**src/hw/umi_width_pkg.sv**
```systemverilog
// UMI width adapter definitions
// Bus widths, FIFO sizing and command field positions shared by the adapter

package umi_width_pkg;

   // ##########################################################################
   // Bus widths
   // ##########################################################################

   localparam int CW     = 32;         // UMI command word
   localparam int AW     = 64;         // Address, same on both sides
   localparam int IDW    = 256;        // Wide input data
   localparam int ODW    = 64;         // Narrow output data
   localparam int OBYTES = ODW / 8;    // Bytes per output beat

   // ##########################################################################
   // FIFO sizing
   // ##########################################################################

   localparam int DEPTH  = 4;
   localparam int PTRW   = 2;          // log2 of DEPTH
   localparam int FIFO_W = CW + 2*AW + ODW;

   // One entry, LSB first: cmd, dstaddr, srcaddr, data

   // ##########################################################################
   // UMI command fields
   // ##########################################################################

   localparam int CMD_OPCODE_LSB = 0;  // 5 bits
   localparam int CMD_SIZE_LSB   = 5;
   localparam int CMD_SIZE_W     = 3;
   localparam int CMD_LEN_LSB    = 8;
   localparam int CMD_LEN_W      = 8;
   localparam int CMD_EOM_LSB    = 22; // Single bit

   // Remaining cmd bits (atype, qos, prot, user...) are never touched

   // ##########################################################################
   // Chaos LFSR
   // ##########################################################################

   localparam int LFSR_W = 16;

   // Bit 0 clear so chaos cannot report full on the first cycle
   localparam logic [LFSR_W-1:0] LFSR_SEED = 16'h7a3c;

endpackage

```
**src/hw/umi_width_splitter.sv**
```systemverilog
// UMI width splitter
// Breaks one wide UMI transaction into a train of narrow pieces, each with
// its own len, eom and advanced addresses

`timescale 1ns/10ps

module umi_width_splitter
  (
   input  logic                             umi_in_clk,
   input  logic                             umi_in_nreset,
   // Wide input
   input  logic                             in_valid,
   input  logic [umi_width_pkg::CW-1:0]     in_cmd,
   input  logic [umi_width_pkg::AW-1:0]     in_dstaddr,
   input  logic [umi_width_pkg::AW-1:0]     in_srcaddr,
   input  logic [umi_width_pkg::IDW-1:0]    in_data,
   output logic                             in_ready,
   // FIFO write side
   output logic                             wr_en,
   output logic [umi_width_pkg::FIFO_W-1:0] wr_din,
   input  logic                             wr_full
   );

   import umi_width_pkg::*;

   // Remainder of a transaction still to be sent
   logic                  rem_valid;
   logic [CW-1:0]         rem_cmd;
   logic [AW-1:0]         rem_dstaddr;
   logic [AW-1:0]         rem_srcaddr;
   logic [IDW-1:0]        rem_data;

   // Source of the current piece
   logic [CW-1:0]         cur_cmd;
   logic [AW-1:0]         cur_dstaddr;
   logic [AW-1:0]         cur_srcaddr;
   logic [IDW-1:0]        cur_data;

   // Length arithmetic
   logic [CMD_SIZE_W-1:0] cur_size;
   logic [CMD_LEN_W-1:0]  cur_len;
   logic [CMD_LEN_W:0]    cur_total;
   logic [CMD_LEN_W:0]    beat_elems;
   logic [CMD_LEN_W:0]    rest_total;
   logic [CMD_LEN_W-1:0]  piece_len;
   logic [CMD_LEN_W-1:0]  rest_len;
   logic                  multi;

   logic [CW-1:0]         piece_cmd;
   logic [CW-1:0]         rest_cmd;
   logic                  wr_beat;

   // ##########################################################################
   // Piece source select
   // ##########################################################################

   // Remainder always goes first, fresh input only when nothing is held
   assign cur_cmd     = rem_valid ? rem_cmd     : in_cmd;
   assign cur_dstaddr = rem_valid ? rem_dstaddr : in_dstaddr;
   assign cur_srcaddr = rem_valid ? rem_srcaddr : in_srcaddr;
   assign cur_data    = rem_valid ? rem_data    : in_data;

   assign cur_size = cur_cmd[CMD_SIZE_LSB +: CMD_SIZE_W];
   assign cur_len  = cur_cmd[CMD_LEN_LSB +: CMD_LEN_W];

   // ##########################################################################
   // Splitting rule
   // ##########################################################################

   // Elements that fit into one narrow beat at this size
   assign beat_elems = (CMD_LEN_W+1)'(OBYTES) >> cur_size;

   assign cur_total  = {1'b0, cur_len} + 1'b1;        // len is count minus one
   assign multi      = cur_total > beat_elems;        // More pieces to follow
   assign rest_total = cur_total - beat_elems;

   assign piece_len = multi ? beat_elems[CMD_LEN_W-1:0] - 1'b1 : cur_len;
   assign rest_len  = rest_total[CMD_LEN_W-1:0] - 1'b1;

   always_comb
   begin
      piece_cmd                                = cur_cmd;
      piece_cmd[CMD_LEN_LSB +: CMD_LEN_W]      = piece_len;
      piece_cmd[CMD_EOM_LSB]                   = cur_cmd[CMD_EOM_LSB] & ~multi;
   end

   // Remainder keeps the original eom for its own last piece
   always_comb
   begin
      rest_cmd                                 = cur_cmd;
      rest_cmd[CMD_LEN_LSB +: CMD_LEN_W]       = rest_len;
   end

   // ##########################################################################
   // FIFO write and input handshake
   // ##########################################################################

   assign wr_en   = rem_valid | in_valid;
   assign wr_beat = wr_en & ~wr_full;

   // Input is blocked while a remainder is pending
   assign in_ready = ~rem_valid & ~wr_full;

   assign wr_din = {cur_data[ODW-1:0], cur_srcaddr, cur_dstaddr, piece_cmd};

   // ##########################################################################
   // Remainder registers
   // ##########################################################################

   always_ff @(posedge umi_in_clk or negedge umi_in_nreset)
   begin
      if (!umi_in_nreset)
         rem_valid <= 1'b0;
      else if (wr_beat)
         rem_valid <= multi;
   end

   always_ff @(posedge umi_in_clk)
   begin
      if (wr_beat && multi)
      begin
         rem_cmd     <= rest_cmd;
         rem_dstaddr <= cur_dstaddr + AW'(OBYTES);
         rem_srcaddr <= cur_srcaddr + AW'(OBYTES);
         rem_data    <= cur_data >> ODW;         // Next beat into the low lane
      end
   end

endmodule

```
**src/hw/umi_sync_fifo.sv**
```systemverilog
// Single clock FIFO for narrow UMI pieces
// Flop storage with wrap-bit pointers; chaos LFSR can fake a full FIFO

`timescale 1ns/10ps

module umi_sync_fifo
  (
   input  logic                             umi_in_clk,
   input  logic                             umi_in_nreset,
   input  logic                             chaosmode,
   // Write side
   input  logic                             wr_en,
   input  logic [umi_width_pkg::FIFO_W-1:0] wr_din,
   output logic                             wr_full,
   // Read side
   input  logic                             rd_en,
   output logic [umi_width_pkg::FIFO_W-1:0] rd_dout,
   output logic                             rd_empty
   );

   import umi_width_pkg::*;

   logic [FIFO_W-1:0] mem [DEPTH];
   logic [PTRW:0]     wr_ptr;           // MSB is the wrap bit
   logic [PTRW:0]     rd_ptr;
   logic              full_int;
   logic              do_write;
   logic              do_read;
   logic [LFSR_W-1:0] lfsr;
   logic              lfsr_fb;

   // ##########################################################################
   // Status
   // ##########################################################################

   assign rd_empty = (wr_ptr == rd_ptr);
   assign full_int = (wr_ptr[PTRW] != rd_ptr[PTRW]) &&
                     (wr_ptr[PTRW-1:0] == rd_ptr[PTRW-1:0]);

   // Pseudo-random pushback, only ever adds to the real full
   assign wr_full = full_int | (chaosmode & lfsr[0]);

   assign do_write = wr_en & ~wr_full;
   assign do_read  = rd_en & ~rd_empty;

   // ##########################################################################
   // Pointers
   // ##########################################################################

   always_ff @(posedge umi_in_clk or negedge umi_in_nreset)
   begin
      if (!umi_in_nreset)
      begin
         wr_ptr <= '0;
         rd_ptr <= '0;
      end
      else
      begin
         if (do_write)
            wr_ptr <= wr_ptr + {{PTRW{1'b0}}, 1'b1};
         if (do_read)
            rd_ptr <= rd_ptr + {{PTRW{1'b0}}, 1'b1};
      end
   end

   // ##########################################################################
   // Storage
   // ##########################################################################

   always_ff @(posedge umi_in_clk)
   begin
      if (do_write)
         mem[wr_ptr[PTRW-1:0]] <= wr_din;
   end

   // Head entry straight out of the storage flops
   assign rd_dout = mem[rd_ptr[PTRW-1:0]];

   // ##########################################################################
   // Chaos LFSR
   // ##########################################################################

   // x^16 + x^14 + x^13 + x^11
   assign lfsr_fb = lfsr[15] ^ lfsr[13] ^ lfsr[12] ^ lfsr[10];

   always_ff @(posedge umi_in_clk or negedge umi_in_nreset)
   begin
      if (!umi_in_nreset)
         lfsr <= LFSR_SEED;
      else
         lfsr <= {lfsr[LFSR_W-2:0], lfsr_fb};   // Free running
   end

endmodule

```
**src/hw/umi_fifo_width.sv**
```systemverilog
// UMI FIFO with width change
// Splits wide UMI transactions into narrow ones through a small FIFO,
// with a combinational bypass path

`timescale 1ns/10ps

module umi_fifo_width
  (
   input  logic                          umi_in_clk,
   input  logic                          umi_in_nreset,
   // Control and status
   input  logic                          bypass,      // Straight through, no FIFO
   input  logic                          chaosmode,   // Random FIFO pushback
   output logic                          fifo_full,
   output logic                          fifo_empty,
   // Wide input
   input  logic                          umi_in_valid,
   input  logic [umi_width_pkg::CW-1:0]  umi_in_cmd,
   input  logic [umi_width_pkg::AW-1:0]  umi_in_dstaddr,
   input  logic [umi_width_pkg::AW-1:0]  umi_in_srcaddr,
   input  logic [umi_width_pkg::IDW-1:0] umi_in_data,
   output logic                          umi_in_ready,
   // Narrow output
   output logic                          umi_out_valid,
   output logic [umi_width_pkg::CW-1:0]  umi_out_cmd,
   output logic [umi_width_pkg::AW-1:0]  umi_out_dstaddr,
   output logic [umi_width_pkg::AW-1:0]  umi_out_srcaddr,
   output logic [umi_width_pkg::ODW-1:0] umi_out_data,
   input  logic                          umi_out_ready
   );

   import umi_width_pkg::*;

   logic              split_in_valid;
   logic              split_in_ready;
   logic              wr_en;
   logic [FIFO_W-1:0] wr_din;
   logic              wr_full;
   logic              rd_en;
   logic [FIFO_W-1:0] rd_dout;
   logic              rd_empty;

   // FIFO head fields
   logic [CW-1:0]     fifo_cmd;
   logic [AW-1:0]     fifo_dstaddr;
   logic [AW-1:0]     fifo_srcaddr;
   logic [ODW-1:0]    fifo_data;

   // Nothing enters the splitter while bypassed
   assign split_in_valid = umi_in_valid & ~bypass;

   umi_width_splitter u_splitter
     (.umi_in_clk    (umi_in_clk),
      .umi_in_nreset (umi_in_nreset),
      .in_valid      (split_in_valid),
      .in_cmd        (umi_in_cmd),
      .in_dstaddr    (umi_in_dstaddr),
      .in_srcaddr    (umi_in_srcaddr),
      .in_data       (umi_in_data),
      .in_ready      (split_in_ready),
      .wr_en         (wr_en),
      .wr_din        (wr_din),
      .wr_full       (wr_full));

   assign rd_en = umi_out_ready & ~rd_empty & ~bypass;

   umi_sync_fifo u_fifo
     (.umi_in_clk    (umi_in_clk),
      .umi_in_nreset (umi_in_nreset),
      .chaosmode     (chaosmode),
      .wr_en         (wr_en),
      .wr_din        (wr_din),
      .wr_full       (wr_full),
      .rd_en         (rd_en),
      .rd_dout       (rd_dout),
      .rd_empty      (rd_empty));

   // ##########################################################################
   // Output unpack and bypass select
   // ##########################################################################

   assign fifo_cmd     = rd_dout[0 +: CW];
   assign fifo_dstaddr = rd_dout[CW +: AW];
   assign fifo_srcaddr = rd_dout[CW+AW +: AW];
   assign fifo_data    = rd_dout[CW+2*AW +: ODW];

   assign umi_out_valid   = bypass ? umi_in_valid          : ~rd_empty;
   assign umi_out_cmd     = bypass ? umi_in_cmd            : fifo_cmd;
   assign umi_out_dstaddr = bypass ? umi_in_dstaddr        : fifo_dstaddr;
   assign umi_out_srcaddr = bypass ? umi_in_srcaddr        : fifo_srcaddr;
   assign umi_out_data    = bypass ? umi_in_data[ODW-1:0]  : fifo_data;
   assign umi_in_ready    = bypass ? umi_out_ready         : split_in_ready;

   assign fifo_full  = wr_full;
   assign fifo_empty = rd_empty;

endmodule

```
**config.mk**
```make
export PLATFORM = sky130hd
export DESIGN_NAME = umi_fifo_width
export DESIGN_NICKNAME = d
export VERILOG_FILES = /design/src/hw/umi_width_pkg.sv /design/src/hw/umi_width_splitter.sv /design/src/hw/umi_sync_fifo.sv /design/src/hw/umi_fifo_width.sv
export SDC_FILE = /design/constraint.sdc
export NUM_CORES = 2
export LEC_CHECK = 0
export ABC_AREA = 1
export BUFFER_PORTS_ARGS = -buffer_cell sky130_fd_sc_hd__buf_2
export CORE_MARGIN = 4
export CORE_UTILIZATION = 40
export DETAILED_ROUTE_END_ITERATION = 8
export PLACE_DENSITY = 0.6
export SLEW_MARGIN = 20
export SYNTH_ARGS = -nofsm -noshare
export SYNTH_HDL_FRONTEND = slang
export SYNTH_SLANG_ARGS = --single-unit
```
**constraint.sdc**
```tcl
create_clock -name umi_in_clk -period 22.4 [get_ports umi_in_clk]
set_clock_uncertainty 0.15 [all_clocks]
set_input_delay 3.36 -clock umi_in_clk [delete_from_list [all_inputs] [get_ports umi_in_clk]]
set_output_delay 3.36 -clock umi_in_clk [all_outputs]
set_load 0.05 [all_outputs]
```
-- After elaboration in Yosys (flattened, before gate mapping)
Memories as Yosys holds them, arrays and structs flattened.
Index checks and enable logic that the tools add are counted.
- register bits: 375
- memory bits (writable): 896
- memories: 1
- add/subtract/negate cells: 8
- $lt $le $gt $ge: 1
- eq/ne operators: 3
- shift-type cells: 1
- mux-type cells: 13
- bitwise logic cells: 18
- reductions and logical operators: 2
- memories (name ; words ; width ; read ports ; clocked after Yosys merged registers in ; write ports ; RTL line ; text):
    u_fifo.mem ; 4 ; 224 ; 1 ; 0 ; 1 ; umi_sync_fifo.sv:23 ; logic [FIFO_W-1:0] mem [DEPTH];
- operators with widths (operator ; number):
    64-bit two-way mux ; 5
    192-bit two-way mux ; 1
    64-bit by 4-bit adder with 64-bit output, second input constant ; 2
    32-bit two-way mux ; 2
    8-bit by 1-bit subtractor with 8-bit output, second input constant ; 2
    8-bit by 1-bit adder with 9-bit output, second input constant ; 1
    9-bit > comparator ; 1
    4-bit by 3-bit right shift with 9-bit output, first input constant ; 1
    1-bit bitwise AND ; 8
    8-bit two-way mux ; 1
    8-bit subtractor ; 1
    3-bit by 1-bit adder with 3-bit output, second input constant ; 2
    1-bit NOT ; 5
    1-bit two-way mux ; 4
    3-bit == test ; 1
    1-bit bitwise XOR ; 3
    2-bit == test ; 1
    1-bit logical AND ; 2
    1-bit OR ; 2
    1-bit inequality test ; 1

-- Longest topological paths before layout
- depth after elaboration: 7
- mapped depth: 18
- mapped depth without buffers: 16

-- By module
A second synthesis with hierarchy kept.
- cells, all modules: 5676
- area, all modules: 58155.8 sq um
- modules (own cells, without submodules) (module ; times used ; cells each ; area an instance (sq um)):
    umi_sync_fifo ; 1 ; 2242 ; 34085.2
    umi_width_splitter ; 1 ; 2701 ; 21141.5
    umi_fifo_width ; 1 ; 733 ; 2929.1

-- Worst setup path after synthesis
No wires, ideal clock.
- path type: input-to-reg
- start point: in chaosmode
- end point: mem u_fifo.mem[0][0] (netlist name), enable pin
- library setup time: 812 ps
- arrival time: 13524 ps
- data required time: 21438 ps
- slack: 7914 ps
- cell stages on the path: 5
- path buffers: 0
- cell sequence: nand2_1 > nand2_1 > nor2_1 > inv_1 > nor2_1
- word-level cells in the longest chain between the ends: 6
- RTL lines (element ; RTL line ; text):
    start, declared ; umi_fifo_width.sv:13 ; input logic chaosmode,
    1-bit bitwise AND ; umi_sync_fifo.sv:41 ; assign wr_full = full_int | (chaosmode & lfsr[0]);
    1-bit OR ; umi_sync_fifo.sv:41 ;
    net fifo_full ; umi_fifo_width.sv:14 ; output logic fifo_full,
    1-bit NOT ; umi_sync_fifo.sv:43 ; assign do_write = wr_en & ~wr_full;
    1-bit bitwise AND ; umi_sync_fifo.sv:43 ;
    1-bit two-way mux ; umi_sync_fifo.sv:72 ; if (do_write)
    1-bit two-way mux (implied by the code) ; umi_sync_fifo.sv:73 ; mem[wr_ptr[PTRW-1:0]] <= wr_din;
    end, declared ; umi_sync_fifo.sv:23 ;
The timed path passes the listed nets, and every way through them passes these cells.

-- Final worst setup path
- start point: in bypass
- end point: out umi_out_srcaddr[36] (netlist name)
- word-level cells in the longest chain between the ends: 1
- RTL lines (element ; RTL line ; text):
    start, declared ; umi_fifo_width.sv:12 ; input logic bypass,
    64-bit two-way mux ; umi_fifo_width.sv:90 ; assign umi_out_srcaddr = bypass ? umi_in_srcaddr : fifo_srcaddr;
    end, declared ; umi_fifo_width.sv:27 ; output logic [umi_width_pkg::AW-1:0] umi_out_srcaddr,
No other way between the ends.

==> summary.txt <==
Routing
  – Drt drc: 0
  – Total number of vias: 40500
  – Avg WL per Cell: 20.3 um
  – Pre-Repair DR Iteration Count: 6
  – First DRT Iteration DRCs: 3228
  – Routed vias/inst: 5.13
  – Drt total wl: 160 mm
  – Final ANT Viol Nets: 0

Placed design
  – Post-DP HPWL: 107 mm
  – Final Wtd Congestion: 0.935
  – Dpl cells: 7633
  – Pre-CTS worst setup slack: 12.42 ns
  – Number of port buffers: 649

Global route
  – Number of global-route vias before repair: 38900
  – GRT Total Usage: 0.209
  – First-pass GRT wire length: 236 mm
  – Largest net degree at the start of global routing: 181
  – Total gr overflow: 0
  – Initial antenna violation count: 11

Critical path
  – Reg2reg end: u_splitter.rem_data[3]
  – Crit-path max FO: 123
  – Crit-path cells: buf_2 > inv_8 > buf_4 > buf_4 > buf_4 > nand2_1 > o21ai_0 > buf_2
  – CP max stage cell: buf_4
  – CP required: 18.89 ns
  – R2r setup slk: 15.01 ns
  – Worst reg-to-reg path cell count: 15
  – Setup crit start kind: input port
  – Critical Path Max Stage Delay: 0.66 ns
  – Crit path kind: in2out
  – Family with the most delay on the worst path: buffers and inverters
  – CP endpoint kind: output port
  – CP arrival: 6.51 ns
  – Worst path bufs/invs: 6
  – CP dominant cell by count: buf_4
  – R2r startpoint: u_splitter.rem_valid

Hold path
  – Hold_sp: u_fifo.lfsr[11]
  – Hold path endpoint: u_fifo.lfsr[12]
  – Hold path cells: 0
  – Min-delay worst type: reg2reg

Synth
  – Sequential-to-total area share from yosys stat: 0.672
  – Flops & latches, synth: 1271
  – Post-Syn Area: 56600 um2
  – Area leader, netlist: edfxtp_1
  – Async SR Flop Fraction: 0.0181
  – Mapped Cells: 5346
  – Ranking of synthesized cells by area: edfxtp_1 (66%), nand2_1 (7.6%), o21ai_0 (6.7%)
  – Ys flop type: edfxtp_1
  – Top-area cell type share of the netlist area: 0.662
  – Most common cell in the synthesized netlist: edfxtp_1
  – Syn Area/Cell: 10.6 um2
  – Synth unique cells: 45
  – Yosys Warn Count: 0
  – Syn nets: 5783
  – Commonest cells in the synthesized netlist: edfxtp_1 (1248), nand2_1 (1144), nor2_1 (836)
  – Number of synthesized flops with an enable pin: 1248

Floorplanning
  – Cell Rows: 137
  – Ports: 650
  – Die W: 384 um
  – Die ar.: 148000 um2
  – Die height: 384 um
  – Initial core utilization: 0.404
  – Core footprint: 140000 um2

STA
  – Max Clk Rate: 99.8 MHz
  – Final setup violation count: 0
  – Slew of the pin with the lowest slew margin: 1.14 ns
  – RSZ-0062 raised after global routing: false
  – Fin Setup TNS: 0 ns
  – Tcrit/Tclk final: 0.447
  – Final Max Slew Viols: 0
  – Final Hold Fails: 0
  – WHS: 0.199 ns
  – PnR worst setup slack: 12.38 ns
  – Relative slew margins: 0.239
  – Tmin final: 10.02 ns

Power
  – Leak: 0.0255 uW
  – Total Power: 11400 uW
  – PwrDens: 173 nW/um2
  – VDD IR max: 0.000162 V

Clocking
  – TritonCTS clock tree: built
  – Clk buf depth: 3
  – Clock-pin slew of the registers on the worst-case setup and hold paths: 0.05 ns
  – Clock Latency Late Sink: 0.75 ns
  – Cts hold-fix bufs: 0
  – CTS Buf Count: 141
  – CTS Root Cell: clkbuf_16
  – # clock sinks: 1271
  – Htree depth: 4
  – Post-CTS Setup Bufs: 0
  – Post-CTS sizing: 0

Finish
  – Final Non-Filler Cells: 7894
  – Nets: 6337
  – Proportion of layout cells with a drive suffix above 1: 0.174
  – Area growth syn-to-layout: 16.5%

Run status
  – Status: finished clean

Run
  – Max-cap viol count: 0
## sequential cells by signal (all words and copies together), names as in the netlist
signal                  cells
u_fifo.mem                896
u_splitter.rem_data       192
u_splitter.rem_dstaddr     64
u_splitter.rem_srcaddr     64
u_splitter.rem_cmd         32
u_fifo.lfsr                16
u_fifo.rd_ptr               3
u_fifo.wr_ptr               3
u_splitter.rem_valid        1
## worst max path at each step
stage / from / to / slack (ns) / depth (start not counted)
finish: bypass / umi_out_srcaddr[36] / 12.38 / 8
global route: bypass / umi_out_srcaddr[36] / 12.01 / 8
CTS: bypass / umi_out_srcaddr[36] / 12.42 / 8
detailed placement: bypass / umi_out_srcaddr[36] / 12.42 / 8
global placement: bypass / umi_out_srcaddr[48] / 12.53 / 8
floorplan: chaosmode / u_fifo.mem[0][0] / 7.91 / 5
## final cells by class
type | count | area (um2)
antenna | 7 | 17.5
fill | 13100 | 74100
sequential | 1271 | 38100
multi-input combinational | 3387 | 15800
tap | 1876 | 2350
inverter | 404 | 1550
clock inverter | 81 | 845
timing repair buffer | 695 | 3640
clock buffer | 173 | 3710
## kinds of logic (layout without fill, tap and decap cells)
family          Yosys count  after routing  synth area share
compound gates         1091           1091             0.106
xor+xnor                104            104            0.0161
fa+ha+maj                15             15           0.00345
buf+inv                 688           1353            0.0497
flops                  1271           1271             0.672
other cells               0              7                 0
simple gates           2177           2177             0.153
## where the power goes
group	switching (uW)	internal [uW]
logic	3490	969
clock network	949	1310
registers	273	4430
## metrics by stage
step	area, um2	util
finish	66000	0.471
global route	66000	0.471
CTS	66000	0.471
detailed placement	61400	0.438
global placement	61400	0.438
floorplan	56600	-
## layer usage
layer  wire [um]  track usage  share of wire
met5          13            0       0.000081
met4        4430       0.0666          0.028
met3        9960       0.0342          0.062
met2       79100        0.353           0.49
met1       66900        0.278           0.42
## cells in the final DEF, fill, tap and decap left out, types with 14 or more instances in the layout
cell	Yosys	routed
edfxtp_1	1248	1248
nand2_1	1144	1144
nor2_1	836	833
o21ai_0	762	762
buf_2	35	649
inv_1	386	383
o22ai_1	190	190
clkbuf_16	0	143
nand3_1	87	87
xor2_1	67	67
o21ai_2	52	52
buf_4	10	42
o21ai_1	41	41
xnor2_1	37	37
a31oi_1	34	34
clkinv_1	3	32
clkbuf_1	207	28
clkinv_2	0	21
nor2_2	18	18
nand3b_1	17	17
nor3_2	14	14
inv_2	15	14
ha_1	14	14
Power figures use the tool's default switching activity.
